**src/source/core_cfg.svh**
```systemverilog
// fixed RV32I core values; reset PC must be word aligned, only mscratch exists as a CSR
`ifndef CORE_CFG_SVH
`define CORE_CFG_SVH

// first fetch after reset
`define CORE_RESET_PC 32'h0000_0000

// machine scratch register, the only implemented CSR
`define CORE_CSR_MSCRATCH 12'h340

`define CORE_NOP 32'h0000_0013 // addi x0, x0, 0

`endif

```
**src/source/core_pkg.sv**
```systemverilog
// shared types for the single-cycle core; funct3-coded enums must keep their encodings
package core_pkg;

    typedef logic [31:0] word; // data, address or instruction
    typedef logic [4:0]  r;    // register index

    // encodings follow funct3 of OP / OP-IMM
    typedef enum logic [2:0] {
        ALU_ADD  = 3'b000,
        ALU_SLL  = 3'b001,
        ALU_SLT  = 3'b010,
        ALU_SLTU = 3'b011,
        ALU_XOR  = 3'b100,
        ALU_SR   = 3'b101,
        ALU_OR   = 3'b110,
        ALU_AND  = 3'b111
    } alu_op_t;

    typedef enum logic [1:0] {
        A_ZERO,
        A_RS1,
        A_IMM
    } alu_a_mux_t;

    typedef enum logic [1:0] {
        B_RS2,
        B_IMM_EXT,
        B_PC
    } alu_b_mux_t;

    // funct3 of BRANCH with 010 and 011 unused
    typedef enum logic [2:0] {
        BEQ  = 3'b000,
        BNE  = 3'b001,
        BLT  = 3'b100,
        BGE  = 3'b101,
        BLTU = 3'b110,
        BGEU = 3'b111
    } branch_op_t;

    typedef enum logic [1:0] {
        MEM_BYTE = 2'b00,
        MEM_HALF = 2'b01,
        MEM_WORD = 2'b10
    } mem_width_t;

    // funct3[1:0] of SYSTEM with the immediate forms folded in
    typedef enum logic [2:0] {
        CSR_RW = 3'b001,
        CSR_RS = 3'b010,
        CSR_RC = 3'b011
    } csr_t;

    typedef enum logic [1:0] {
        WB_ALU,
        WB_DM,
        WB_PC_PLUS_4,
        WB_CSR
    } wb_mux_t;

endpackage

```
**src/source/decoder.sv**
```systemverilog
// RV32I decoder; unknown opcodes, ECALL/EBREAK and FENCE decode as no-ops
`timescale 1ns/100ps

module decoder (
    input  core_pkg::word        instr,
    output core_pkg::r           rs1,
    output core_pkg::r           rs2,
    output core_pkg::r           rd,
    output core_pkg::word        imm,
    output logic                 branch_always,
    output logic                 branch_instr,
    output core_pkg::branch_op_t branch_op,
    output core_pkg::alu_a_mux_t alu_a_mux_sel,
    output core_pkg::alu_b_mux_t alu_b_mux_sel,
    output core_pkg::alu_op_t    alu_op,
    output logic                 sub_arith,
    output logic                 dmem_write_enable,
    output logic                 dmem_sign_extend,
    output core_pkg::mem_width_t dmem_width,
    output logic                 csr_enable,
    output core_pkg::csr_t       csr_op,
    output logic [11:0]          csr_addr,
    output logic                 csr_use_imm,
    output core_pkg::wb_mux_t    wb_mux_sel,
    output logic                 wb_write_enable
);
    localparam logic [6:0] OP_LUI    = 7'b0110111;
    localparam logic [6:0] OP_AUIPC  = 7'b0010111;
    localparam logic [6:0] OP_JAL    = 7'b1101111;
    localparam logic [6:0] OP_JALR   = 7'b1100111;
    localparam logic [6:0] OP_BRANCH = 7'b1100011;
    localparam logic [6:0] OP_LOAD   = 7'b0000011;
    localparam logic [6:0] OP_STORE  = 7'b0100011;
    localparam logic [6:0] OP_ALUI   = 7'b0010011;
    localparam logic [6:0] OP_ALU    = 7'b0110011;
    localparam logic [6:0] OP_FENCE  = 7'b0001111;
    localparam logic [6:0] OP_SYSTEM = 7'b1110011;

    logic [6:0] opcode;
    logic [2:0] funct3;

    assign opcode   = instr[6:0];
    assign funct3   = instr[14:12];
    assign rd       = instr[11:7];
    assign rs1      = instr[19:15];
    assign rs2      = instr[24:20];
    assign csr_addr = instr[31:20];

    always_comb begin
        // defaults leave the core idle
        imm               = '0;
        branch_always     = 1'b0;
        branch_instr      = 1'b0;
        branch_op         = core_pkg::branch_op_t'(funct3);
        alu_a_mux_sel     = core_pkg::A_RS1;
        alu_b_mux_sel     = core_pkg::B_IMM_EXT;
        alu_op            = core_pkg::ALU_ADD;
        sub_arith         = 1'b0;
        dmem_write_enable = 1'b0;
        dmem_sign_extend  = ~funct3[2];
        dmem_width        = core_pkg::mem_width_t'(funct3[1:0]);
        csr_enable        = 1'b0;
        csr_op            = core_pkg::csr_t'({1'b0, funct3[1:0]});
        csr_use_imm       = funct3[2];
        wb_mux_sel        = core_pkg::WB_ALU;
        wb_write_enable   = 1'b0;

        case (opcode)
            OP_LUI: begin
                imm             = {instr[31:12], 12'b0};
                alu_a_mux_sel   = core_pkg::A_ZERO; // 0 | imm
                alu_op          = core_pkg::ALU_OR;
                wb_write_enable = 1'b1;
            end
            OP_AUIPC: begin
                imm             = {instr[31:12], 12'b0};
                alu_a_mux_sel   = core_pkg::A_IMM;
                alu_b_mux_sel   = core_pkg::B_PC;
                wb_write_enable = 1'b1;
            end
            OP_JAL: begin
                imm = {{12{instr[31]}}, instr[19:12], instr[20], instr[30:21], 1'b0};
                alu_a_mux_sel   = core_pkg::A_IMM; // target pc + imm
                alu_b_mux_sel   = core_pkg::B_PC;
                branch_always   = 1'b1;
                wb_mux_sel      = core_pkg::WB_PC_PLUS_4;
                wb_write_enable = 1'b1;
            end
            OP_JALR: begin
                imm             = {{20{instr[31]}}, instr[31:20]};
                branch_always   = 1'b1; // target rs1 + imm
                wb_mux_sel      = core_pkg::WB_PC_PLUS_4;
                wb_write_enable = 1'b1;
            end
            OP_BRANCH: begin
                imm = {{20{instr[31]}}, instr[7], instr[30:25], instr[11:8], 1'b0};
                alu_a_mux_sel = core_pkg::A_IMM;
                alu_b_mux_sel = core_pkg::B_PC;
                branch_instr  = 1'b1;
            end
            OP_LOAD: begin
                imm             = {{20{instr[31]}}, instr[31:20]};
                wb_mux_sel      = core_pkg::WB_DM;
                wb_write_enable = 1'b1;
            end
            OP_STORE: begin
                imm               = {{20{instr[31]}}, instr[31:25], instr[11:7]};
                dmem_write_enable = 1'b1;
            end
            OP_ALUI: begin
                imm             = {{20{instr[31]}}, instr[31:20]};
                alu_op          = core_pkg::alu_op_t'(funct3);
                sub_arith       = (funct3 == 3'b101) & instr[30]; // srai only
                wb_write_enable = 1'b1;
            end
            OP_ALU: begin
                alu_b_mux_sel   = core_pkg::B_RS2;
                alu_op          = core_pkg::alu_op_t'(funct3);
                sub_arith       = instr[30]; // sub, sra
                wb_write_enable = 1'b1;
            end
            OP_FENCE: begin
                // single-cycle with in-order memory, nothing to order
            end
            OP_SYSTEM: begin
                if (funct3[1:0] != 2'b00) begin // ecall/ebreak fall through
                    csr_enable      = 1'b1;
                    wb_mux_sel      = core_pkg::WB_CSR;
                    wb_write_enable = 1'b1;
                end
            end
            default: begin
            end
        endcase
    end

endmodule

```
**src/source/register_file.sv**
```systemverilog
// 32 x 32 integer registers, combinational reads, x0 always reads zero
`timescale 1ns/100ps

module register_file (
    input  logic          clk,
    input  logic          reset,
    input  core_pkg::r    rs1,
    input  core_pkg::r    rs2,
    input  core_pkg::r    rd,
    input  core_pkg::word rd_data,
    input  logic          write_enable,
    output core_pkg::word rs1_data,
    output core_pkg::word rs2_data
);
    core_pkg::word regs [32];

    always_ff @(posedge clk) begin
        if (reset) begin
            for (int i = 0; i < 32; i++) begin
                regs[i] <= '0;
            end
        end else if (write_enable && rd != 5'd0) begin
            regs[rd] <= rd_data;
        end
    end

    assign rs1_data = (rs1 == 5'd0) ? '0 : regs[rs1];
    assign rs2_data = (rs2 == 5'd0) ? '0 : regs[rs2];

endmodule

```
**src/source/alu.sv**
```systemverilog
// combinational RV32I ALU; shift amount taken from the low five bits of operand b
`timescale 1ns/100ps

module alu (
    input  core_pkg::word        rs1_data,
    input  core_pkg::word        rs2_data,
    input  core_pkg::word        imm,
    input  core_pkg::word        pc,
    input  core_pkg::alu_a_mux_t alu_a_mux_sel,
    input  core_pkg::alu_b_mux_t alu_b_mux_sel,
    input  core_pkg::alu_op_t    alu_op,
    input  logic                 sub_arith,
    output core_pkg::word        result
);
    core_pkg::word a;
    core_pkg::word b;
    logic [4:0]    shamt;

    always_comb begin
        case (alu_a_mux_sel)
            core_pkg::A_RS1: a = rs1_data;
            core_pkg::A_IMM: a = imm;
            default:         a = '0;
        endcase
        case (alu_b_mux_sel)
            core_pkg::B_RS2:     b = rs2_data;
            core_pkg::B_IMM_EXT: b = imm;
            default:             b = pc;
        endcase
    end

    assign shamt = b[4:0];

    always_comb begin
        case (alu_op)
            core_pkg::ALU_ADD:  result = sub_arith ? a - b : a + b;
            core_pkg::ALU_SLL:  result = a << shamt;
            core_pkg::ALU_SLT:  result = {31'b0, $signed(a) < $signed(b)};
            core_pkg::ALU_SLTU: result = {31'b0, a < b};
            core_pkg::ALU_XOR:  result = a ^ b;
            core_pkg::ALU_SR:   result = sub_arith ? core_pkg::word'($signed(a) >>> shamt)
                                                   : a >> shamt;
            core_pkg::ALU_OR:   result = a | b;
            default:            result = a & b; // ALU_AND
        endcase
    end

endmodule

```
**src/source/branch_logic.sv**
```systemverilog
// branch compare and next PC; jump targets come from the ALU with bit 0 cleared
`timescale 1ns/100ps

module branch_logic (
    input  core_pkg::word        rs1_data,
    input  core_pkg::word        rs2_data,
    input  core_pkg::branch_op_t branch_op,
    input  logic                 branch_instr,
    input  logic                 branch_always,
    input  core_pkg::word        pc,
    input  core_pkg::word        alu_result,
    output core_pkg::word        next_pc
);
    logic cond;

    always_comb begin
        case (branch_op)
            core_pkg::BEQ:  cond = rs1_data == rs2_data;
            core_pkg::BNE:  cond = rs1_data != rs2_data;
            core_pkg::BLT:  cond = $signed(rs1_data) < $signed(rs2_data);
            core_pkg::BGE:  cond = $signed(rs1_data) >= $signed(rs2_data);
            core_pkg::BLTU: cond = rs1_data < rs2_data;
            core_pkg::BGEU: cond = rs1_data >= rs2_data;
            default:        cond = 1'b0; // reserved funct3 is never taken
        endcase
    end

    assign next_pc = ((branch_instr && cond) || branch_always) ? {alu_result[31:1], 1'b0}
                                                               : pc + 32'd4;

endmodule

```
**src/source/load_store_unit.sv**
```systemverilog
// byte lane steering for the data bus; misaligned halves and words are not handled
`timescale 1ns/100ps

module load_store_unit (
    input  core_pkg::word        addr,
    input  core_pkg::word        rs2_data,
    input  core_pkg::mem_width_t dmem_width,
    input  logic                 dmem_sign_extend,
    input  core_pkg::word        mem_rdata,
    output logic [3:0]           byte_en,
    output core_pkg::word        wdata,
    output core_pkg::word        load_data
);
    core_pkg::word shifted;

    // selected lane moved down to bit 0
    assign shifted = mem_rdata >> {addr[1:0], 3'b000};

    always_comb begin
        case (dmem_width)
            core_pkg::MEM_BYTE: begin
                byte_en = 4'b0001 << addr[1:0];
                wdata   = {4{rs2_data[7:0]}}; // every lane carries the byte
            end
            core_pkg::MEM_HALF: begin
                byte_en = 4'b0011 << {addr[1], 1'b0};
                wdata   = {2{rs2_data[15:0]}};
            end
            default: begin
                byte_en = 4'b1111;
                wdata   = rs2_data;
            end
        endcase
    end

    always_comb begin
        case (dmem_width)
            core_pkg::MEM_BYTE:
                load_data = {{24{dmem_sign_extend & shifted[7]}}, shifted[7:0]};
            core_pkg::MEM_HALF:
                load_data = {{16{dmem_sign_extend & shifted[15]}}, shifted[15:0]};
            default:
                load_data = mem_rdata;
        endcase
    end

endmodule

```
**src/source/csr_file.sv**
```systemverilog
// mscratch only; every other CSR address reads zero and ignores writes
`timescale 1ns/100ps
`include "core_cfg.svh"

module csr_file (
    input  logic           clk,
    input  logic           reset,
    input  logic           csr_enable,
    input  core_pkg::csr_t csr_op,
    input  logic [11:0]    csr_addr,
    input  core_pkg::word  wdata,
    input  logic           write_block,
    output core_pkg::word  rdata
);
    core_pkg::word mscratch;
    core_pkg::word new_value;
    logic          hit;
    logic          do_write;

    assign hit = csr_addr == `CORE_CSR_MSCRATCH;

    always_comb begin
        case (csr_op)
            core_pkg::CSR_RW: new_value = wdata;
            core_pkg::CSR_RS: new_value = mscratch | wdata;
            core_pkg::CSR_RC: new_value = mscratch & ~wdata;
            default:          new_value = mscratch;
        endcase
    end

    // set and clear with a zero operand leave the register alone
    assign do_write = csr_enable && hit && !write_block &&
                      (csr_op == core_pkg::CSR_RW || wdata != '0);

    always_ff @(posedge clk) begin
        if (reset)
            mscratch <= '0;
        else if (do_write)
            mscratch <= new_value;
    end

    assign rdata = hit ? mscratch : '0; // old value before the edge

endmodule

```
**src/source/core_top.sv**
```systemverilog
// single-cycle RV32I core; memories answer in the same cycle, no traps or interrupts
`timescale 1ns/100ps
`include "core_cfg.svh"

module core_top (
    input  logic          clk,
    input  logic          reset,
    input  core_pkg::word instr,
    output core_pkg::word imem_addr,
    output core_pkg::word dmem_addr,
    output core_pkg::word dmem_wdata,
    output logic [3:0]    dmem_byte_en,
    output logic          dmem_write_enable,
    input  core_pkg::word dmem_rdata
);
    core_pkg::word        pc;
    core_pkg::word        next_pc;
    core_pkg::word        pc_plus_4;
    core_pkg::r           rs1;
    core_pkg::r           rs2;
    core_pkg::r           rd;
    core_pkg::word        imm;
    logic                 branch_always;
    logic                 branch_instr;
    core_pkg::branch_op_t branch_op;
    core_pkg::alu_a_mux_t alu_a_mux_sel;
    core_pkg::alu_b_mux_t alu_b_mux_sel;
    core_pkg::alu_op_t    alu_op;
    logic                 sub_arith;
    logic                 store;
    logic                 dmem_sign_extend;
    core_pkg::mem_width_t dmem_width;
    logic                 csr_enable;
    core_pkg::csr_t       csr_op;
    logic [11:0]          csr_addr;
    logic                 csr_use_imm;
    core_pkg::wb_mux_t    wb_mux_sel;
    logic                 wb_write_enable;
    core_pkg::word        rs1_data;
    core_pkg::word        rs2_data;
    core_pkg::word        rd_data;
    core_pkg::word        alu_result;
    core_pkg::word        load_data;
    core_pkg::word        csr_wdata;
    core_pkg::word        csr_rdata;

    always_ff @(posedge clk) begin
        if (reset)
            pc <= `CORE_RESET_PC;
        else
            pc <= next_pc;
    end

    assign imem_addr  = pc;
    assign pc_plus_4  = pc + 32'd4;

    decoder u_decoder (
        .instr(instr), .rs1(rs1), .rs2(rs2), .rd(rd), .imm(imm),
        .branch_always(branch_always), .branch_instr(branch_instr), .branch_op(branch_op),
        .alu_a_mux_sel(alu_a_mux_sel), .alu_b_mux_sel(alu_b_mux_sel), .alu_op(alu_op),
        .sub_arith(sub_arith), .dmem_write_enable(store),
        .dmem_sign_extend(dmem_sign_extend), .dmem_width(dmem_width),
        .csr_enable(csr_enable), .csr_op(csr_op), .csr_addr(csr_addr),
        .csr_use_imm(csr_use_imm), .wb_mux_sel(wb_mux_sel), .wb_write_enable(wb_write_enable)
    );

    register_file u_register_file (
        .clk(clk), .reset(reset), .rs1(rs1), .rs2(rs2), .rd(rd), .rd_data(rd_data),
        .write_enable(wb_write_enable & ~reset), .rs1_data(rs1_data), .rs2_data(rs2_data)
    );

    alu u_alu (
        .rs1_data(rs1_data), .rs2_data(rs2_data), .imm(imm), .pc(pc),
        .alu_a_mux_sel(alu_a_mux_sel), .alu_b_mux_sel(alu_b_mux_sel), .alu_op(alu_op),
        .sub_arith(sub_arith), .result(alu_result)
    );

    branch_logic u_branch_logic (
        .rs1_data(rs1_data), .rs2_data(rs2_data), .branch_op(branch_op),
        .branch_instr(branch_instr), .branch_always(branch_always), .pc(pc),
        .alu_result(alu_result), .next_pc(next_pc)
    );

    assign dmem_addr         = alu_result; // rs1 + imm for loads and stores
    assign dmem_write_enable = store & ~reset;

    load_store_unit u_load_store_unit (
        .addr(alu_result), .rs2_data(rs2_data), .dmem_width(dmem_width),
        .dmem_sign_extend(dmem_sign_extend), .mem_rdata(dmem_rdata),
        .byte_en(dmem_byte_en), .wdata(dmem_wdata), .load_data(load_data)
    );

    // csrr*i use the rs1 field as a 5-bit immediate
    assign csr_wdata = csr_use_imm ? {27'b0, rs1} : rs1_data;

    csr_file u_csr_file (
        .clk(clk), .reset(reset), .csr_enable(csr_enable), .csr_op(csr_op),
        .csr_addr(csr_addr), .wdata(csr_wdata), .write_block(reset), .rdata(csr_rdata)
    );

    always_comb begin
        case (wb_mux_sel)
            core_pkg::WB_DM:        rd_data = load_data;
            core_pkg::WB_PC_PLUS_4: rd_data = pc_plus_4; // link address
            core_pkg::WB_CSR:       rd_data = csr_rdata;
            default:                rd_data = alu_result;
        endcase
    end

endmodule

```
**config.mk**
```make
export PLATFORM = sky130hd
export DESIGN_NAME = core_top
export DESIGN_NICKNAME = d
export VERILOG_FILES = /design/src/source/core_pkg.sv /design/src/source/decoder.sv /design/src/source/register_file.sv /design/src/source/alu.sv /design/src/source/branch_logic.sv /design/src/source/load_store_unit.sv /design/src/source/csr_file.sv /design/src/source/core_top.sv
export VERILOG_INCLUDE_DIRS = /design/src /design/src/source
export SDC_FILE = /design/constraint.sdc
export NUM_CORES = 2
export LEC_CHECK = 0
export ABC_AREA = 1
export BUFFER_PORTS_ARGS = -buffer_cell sky130_fd_sc_hd__buf_4
export CORE_MARGIN = 2
export CORE_UTILIZATION = 35
export CTS_CLUSTER_DIAMETER = 80
export DETAILED_ROUTE_END_ITERATION = 16
export PLACE_DENSITY = 0.6
export SLEW_MARGIN = 0
export SYNTH_ARGS = -nofsm -noshare
export SYNTH_HDL_FRONTEND = slang
export SYNTH_SLANG_ARGS = --single-unit
export TNS_END_PERCENT = 50
```
**constraint.sdc**
```tcl
create_clock -name clk -period 5.4 [get_ports clk]
set_input_delay 0 -clock clk [delete_from_list [all_inputs] [get_ports clk]]
set_output_delay 0 -clock clk [all_outputs]
set_load 0.05 [all_outputs]
```
* After elaboration in Yosys (flattened, before gate mapping)
Memories as Yosys holds them, arrays and structs flattened.
Index checks and enable logic that the tools add are counted.
** Cells by class
- Add/sub/neg operators :: 3
- Magnitude comparators :: 6
- Equal/unequal tests :: 33
- Shift operators :: 6
- Mux-type cells :: 37
- Bitwise gates (word level) :: 13
- Reductions and logical operators :: 27
** Operator list (number)
- $mux 32 :: 8
- $pmux 32 s2 :: 4
- $pmux 32 s7 :: 1
- $pmux 32 s3 :: 2
- $pmux 32 s5 :: 1
- $lt 32x32->1 :: 4
- $and 32x32->32 :: 2
- $ge 32x32->1 :: 2
- $or 32x32->32 :: 2
- $add 32x3->32 const B :: 1
- $add 32x32->32 :: 1
- $eq 32x32->1 :: 1
- $ne 32x32->1 :: 1
- $not 32->32 :: 1
- $reduce_bool 32->1 :: 1
- $reduce_or 32->1 :: 1
- $shl 32x5->32 :: 1
- $shr 32x5->16 :: 1
- $shr 32x5->32 :: 1
- $sshr 32x5->32 :: 1
- $sub 32x32->32 :: 1
- $xor 32x32->32 :: 1
- $eq 7x7->1 const B :: 4
- $eq 3x3->1 const B :: 7
- 34 further kinds :: 75
** Storage, ports and cells
- Bits in registers :: 64
- Bits in writable memories :: 1024
- Output and inout port bits :: 101
- Memories :: 1
** Memory list
- u_register_file.regs :: words 32, bits a word 32, rd ports 2, clocked after Yosys merged registers in 0, wr ports 32, RTL line register_file.sv:15 : core_pkg::word regs [32];

* Longest topological paths before layout
- Depth after elaboration :: 13
- Gate-level depth with buffers :: 45

* Modules after synthesis
A second synthesis with hierarchy kept.
** Unflattened totals
- Cells, all modules :: 11158
- Area, all modules :: 76916.3 um2
** By module, submodules not included
- register_file :: instances 1, cells each 7252, area an instance 56525.5 um2, sequential area each 30749.5 um2
- alu :: instances 1, cells each 2175, area an instance 10958.0 um2, sequential area each 0.0 um2
- core_top :: instances 1, cells each 521, area an instance 2852.7 um2, sequential area each 640.6 um2
- branch_logic :: instances 1, cells each 383, area an instance 2147.1 um2, sequential area each 0.0 um2
- csr_file :: instances 1, cells each 360, area an instance 2138.3 um2, sequential area each 640.6 um2
- load_store_unit :: instances 1, cells each 268, area an instance 1227.4 um2, sequential area each 0.0 um2
- decoder :: instances 1, cells each 199, area an instance 1067.3 um2, sequential area each 0.0 um2

* Worst setup path after synthesis
No wires, ideal clock.
- Path kind :: input to output
- Start :: input port instr[20]
- End :: output port dmem_byte_en[1]
- Data arrival time :: 5707 ps
- Required time :: 5400 ps
- Slack :: -307 ps
- Stages :: 32
- Path buffers :: 7
- Cells stage by stage :: buf_4 -> inv_4 -> buf_2 -> buf_2 -> clkbuf_1 -> clkbuf_1 -> clkbuf_1 -> o21ai_0 -> o221ai_1 -> nand3_1 -> nand4_1 -> nand3_1 -> inv_1 -> o22ai_1 -> nor2_1 -> inv_1 -> ha_1 -> o21bai_1 -> a21oi_1 -> inv_1 -> nand2_1 -> nand2_1 -> a21oi_1 -> o21ai_0 -> nand3_1 -> nand2_1 -> o31ai_1 -> nor2_4 -> nand3_4 -> buf_2 -> nor2_1 -> o21ai_0
** On the way
- Word-level cells in the longest chain between the ends :: 8
- Elaborated cells between the ends (all ways) :: 22
- Classes of those cells :: add/sub (2); order compare (2); shift (5); mux (8); bitwise (3); reduce/logical (1); memory (1)
** RTL lines
- start, declared :: RTL line core_top.sv:8 : input core_pkg::word instr,
- $mem_v2 32x32 or $logic_not 5->1 (tied branches)
- $mux 32 :: RTL line register_file.sv:28 : assign rs2_data = (rs2 == 5'd0) ? '0 : regs[rs2];
- $pmux 32 s2 :: RTL line alu.sv:25 : case (alu_b_mux_sel)
- $add 32x32->32 (tied with other cells) :: RTL line alu.sv:36 : core_pkg::ALU_ADD: result = sub_arith ? a - b : a + b;
- $mux 32, on equally long branches :: RTL line alu.sv:36, alu.sv:41
- $pmux 32 s7 (*) :: RTL line alu.sv:35 : case (alu_op)
- net dmem_addr[0] :: RTL line core_top.sv:10 : output core_pkg::word dmem_addr,
- $shl 1x2->4 (*) :: RTL line load_store_unit.sv:22 : byte_en = 4'b0001 << addr[1:0];
- $pmux 4 s2 (*) :: RTL line load_store_unit.sv:20 : case (dmem_width)
- end, declared :: RTL line core_top.sv:12 : output logic [3:0] dmem_byte_en,
The timed path passes the listed nets; every way through them passes the cells marked *.

==> impl_metrics.toml <==
[place]
dp_hpwl_microns = 261000
placed_area_sq_um = 86500
io_buffers = 165
place_congestion = 1.07
place_inst = 13100

[outcome]
violations = "setup timing"
outcome = "complete, but fails checks"

[synthesis]
async_flop_share_pct = 0
synth_cells = 9610
synth_cell_types = 63
synth-seq-cells = 1087
ys_warn_count = 0
synthTopCellsByCount = "nand2_1, nor2_1, nand3_1, edfxtp_1, o21ai_0"
synth_edf_count = 1024
avgSynthCellArea_sq_um = 7.51
synthTopCellsByArea = "edfxtp_1, nand2_1, nand3_1, nor2_1, o21ai_0"
synth_area_sq_um = 72200
ys_seq_area_share_pct = 44.4
post-synth-top-area-fraction_pct = 42.6
synth_top_area_cell = "edfxtp_1"
synth.most_common_cell = "nand2_1"
synthFlopType = "edfxtp_1"

[clock_network]
numCtsBuffers = 115
htreeDepth = 3
clk_latency_ns = 0.79
clkTransAtPathRegs_ns = 0.06
clock_path_buffers = 3
cts_sinks = 1087
tritoncts = "yes"
clock-root-buffer = "clkbuf_16"

[timing]
clock_skew_ns = 0.0459
fmax_mhz = 179
min_period_ns = 5.58
maxSlewViolCount = 0
relSlewSlack_pct = 25.4
setup_ws_ns = -0.178
fin_crit_sh_pct = 103
rsz0062_at_grt = "true"
hold_viol_final = 0
tightest_slew_ns = 1.11
setup_violations = 388

[worst_setup_path]
crit_type = "flip-flop to flip-flop"
crit_path_max_fanout = 8
crit_path_max_incr_delay_ns = 0.53
arrival_ns = 6.08
crit_path_frequent_cell = "nand2_1"
setup.worst_path.start_class = "flip-flop"
worst_setup_path_end_kind = "flip-flop"
crit_required_ns = 5.90
slowest_stage = "o211ai_1"

[power]
p_clk_share_pct = 31.2
leakage_nw = 37.9
pwr-share-comb_pct = 31.2
internal_power_w = 0.0167
ir_drop_v = 0.000289
p_sw_share_pct = 35.1
p_switching_w = 0.00902
powerDensity_nw_per_um2 = 278
sequentialPowerShare_pct = 37.6

[cells_and_area]
fin_area_sq_um = 92500
register_area_sq_um = 32000
multi_input_area_sq_um = 36600
area_growth_pct = 28.2
n_fill_cell = 20100
drive_gt1_share_pct = 23.5
layout.cells.non_filler = 13400
nets = 10800

[floorplanning]
fp.dieW_microns = 458
start_util_pct = 35.2
placeableCoreArea_sq_um = 205000
pin_count = 167
dieArea_sq_um = 210000
die_y_microns = 458
std_cell_rows = 166

[routing]
antenna_left = 0
drtPass1Iterations = 12
vias_per_cell = 5.91
drt_first_iter_violations = 12100
drc = 0
finalWirelength_microns = 368000
vias = 79300
wire_per_inst_microns = 27.5

[global_route]
grt_pass1_wl_microns = 520000
grt_pass1_vias = 74400
gr-total-overflow = 0
grt_start_max_net_pins = 93
antenna_found_initial = 10
grt.total_usage_pct = 33.6

[worst_hold_path]
hp-class = "input port to flip-flop"

[flow_run]
max_cap_violations = 0
-- worst max-delay path, delay by kind of cell (launching register included) --
kind            cells  cell delay (ns)
simple gates       17             1.88
fa+ha+maj           1             0.28
buf+inv             6             1.04
compound gates      8             1.67
flops               1             0.39
-- sequential cells by signal, indices dropped and copies added, names as in the netlist --
signal / flops
imem_addr: 31
u_csr_file.mscratch: 32
u_register_file.regs: 1024
-- cell type report --
type | instances | area share, %
antenna | 4 | 0.0108
clock buffer | 142 | 3.31
clock inverter | 75 | 0.682
inverter | 470 | 1.96
multi-input combinational | 7282 | 39.6
sequential | 1087 | 34.6
tap | 2688 | 3.64
timing repair buffer | 1663 | 16.2
-- through the flow --
step	utilization, %	hold slack (ns)	TNS [ns]	total power (W)	setup slack (ns)
2_1_floorplan	-	0.180	-0.653	0.0133	-0.236
3_3_place_gp	42.2	0.458	-966.32	0.0171	-1.15
4_1_cts	44.8	0.0346	-0.00470	0.0253	-0.00470
6_report	45.2	0.0730	-20.29	0.0257	-0.178
5_1_grt	45.2	0.0801	-118.45	0.0264	-0.280
3_5_place_dp	42.2	0.452	-912.03	0.0171	-1.04
-- power groups by stage --
stage	sequential (W)	combinational, W	clock (W)
2_1_floorplan	0.00980	0.00351	0
5_1_grt	0.00969	0.00835	0.00834
3_3_place_gp	0.00982	0.00724	0
4_1_cts	0.00965	0.00761	0.00804
3_5_place_dp	0.00983	0.00727	0
6_report	0.00966	0.00803	0.00802
-- layout by cell type, fill, tap and decap left out, types with 107 or more instances in the layout --
master     synthesis  layout
o21ai_0          752     659
nand2_2           20     115
buf_12             0     174
ha_1             130     107
nand3_1         1266    1215
nand2_1         2246    2143
nor2_1          1475    1436
inv_1            438     423
clkbuf_16          0     121
buf_4             29    1427
nor2_2           246     276
o22ai_1          119     116
a21oi_1          330     295
edfxtp_1        1024    1024
-- path summary, 6_finish.rpt --
check,from,to,slack (ns),depth (start not counted)
min,dmem_rdata[5],u_register_file.regs[6][5],0.07,8
max reg2reg,u_register_file.regs[25][31],u_register_file.regs[1][1],-0.18,32
max,u_register_file.regs[25][31],u_register_file.regs[1][1],-0.18,32
min reg2reg,u_csr_file.mscratch[1],u_csr_file.mscratch[1],0.49,2
-- per-layer routing --
layer | vias up | GRT usage (%) | wire [microns]
met2 | 5652 | 51.9 | 161000
met4 | 6 | 20.5 | 27000
met3 | 1165 | 6.39 | 41400
met5 | - | 0 | 42
met1 | 37700 | 43.5 | 139000
li1 | 34800 | - | -
-- logic make-up (layout without fill, tap and decap cells) --
logic type	Yosys count	after routing	share of synthesized area, %
buf+inv	1273	2350	7.61
xor+xnor	27	27	0.328
simple gates	5513	5513	32.7
compound gates	1570	1570	12.6
fa+ha+maj	132	132	2.31
mux	7	7	0.0971
other cells	1	37	0.00520
flops	1087	1087	44.4
-- what timing repair did --
action / in CTS / in global routing
endpoints found under the hold margin: 131 / 0
buffers inserted: 34 / 13
hold buffers: 8 / 0
gates cloned: 2 / 5
pin swaps: 105 / 116
setup endpoints to repair: 1023 / 1023
gates resized for setup: 333 / 180
(Power assumes the default switching activity.)
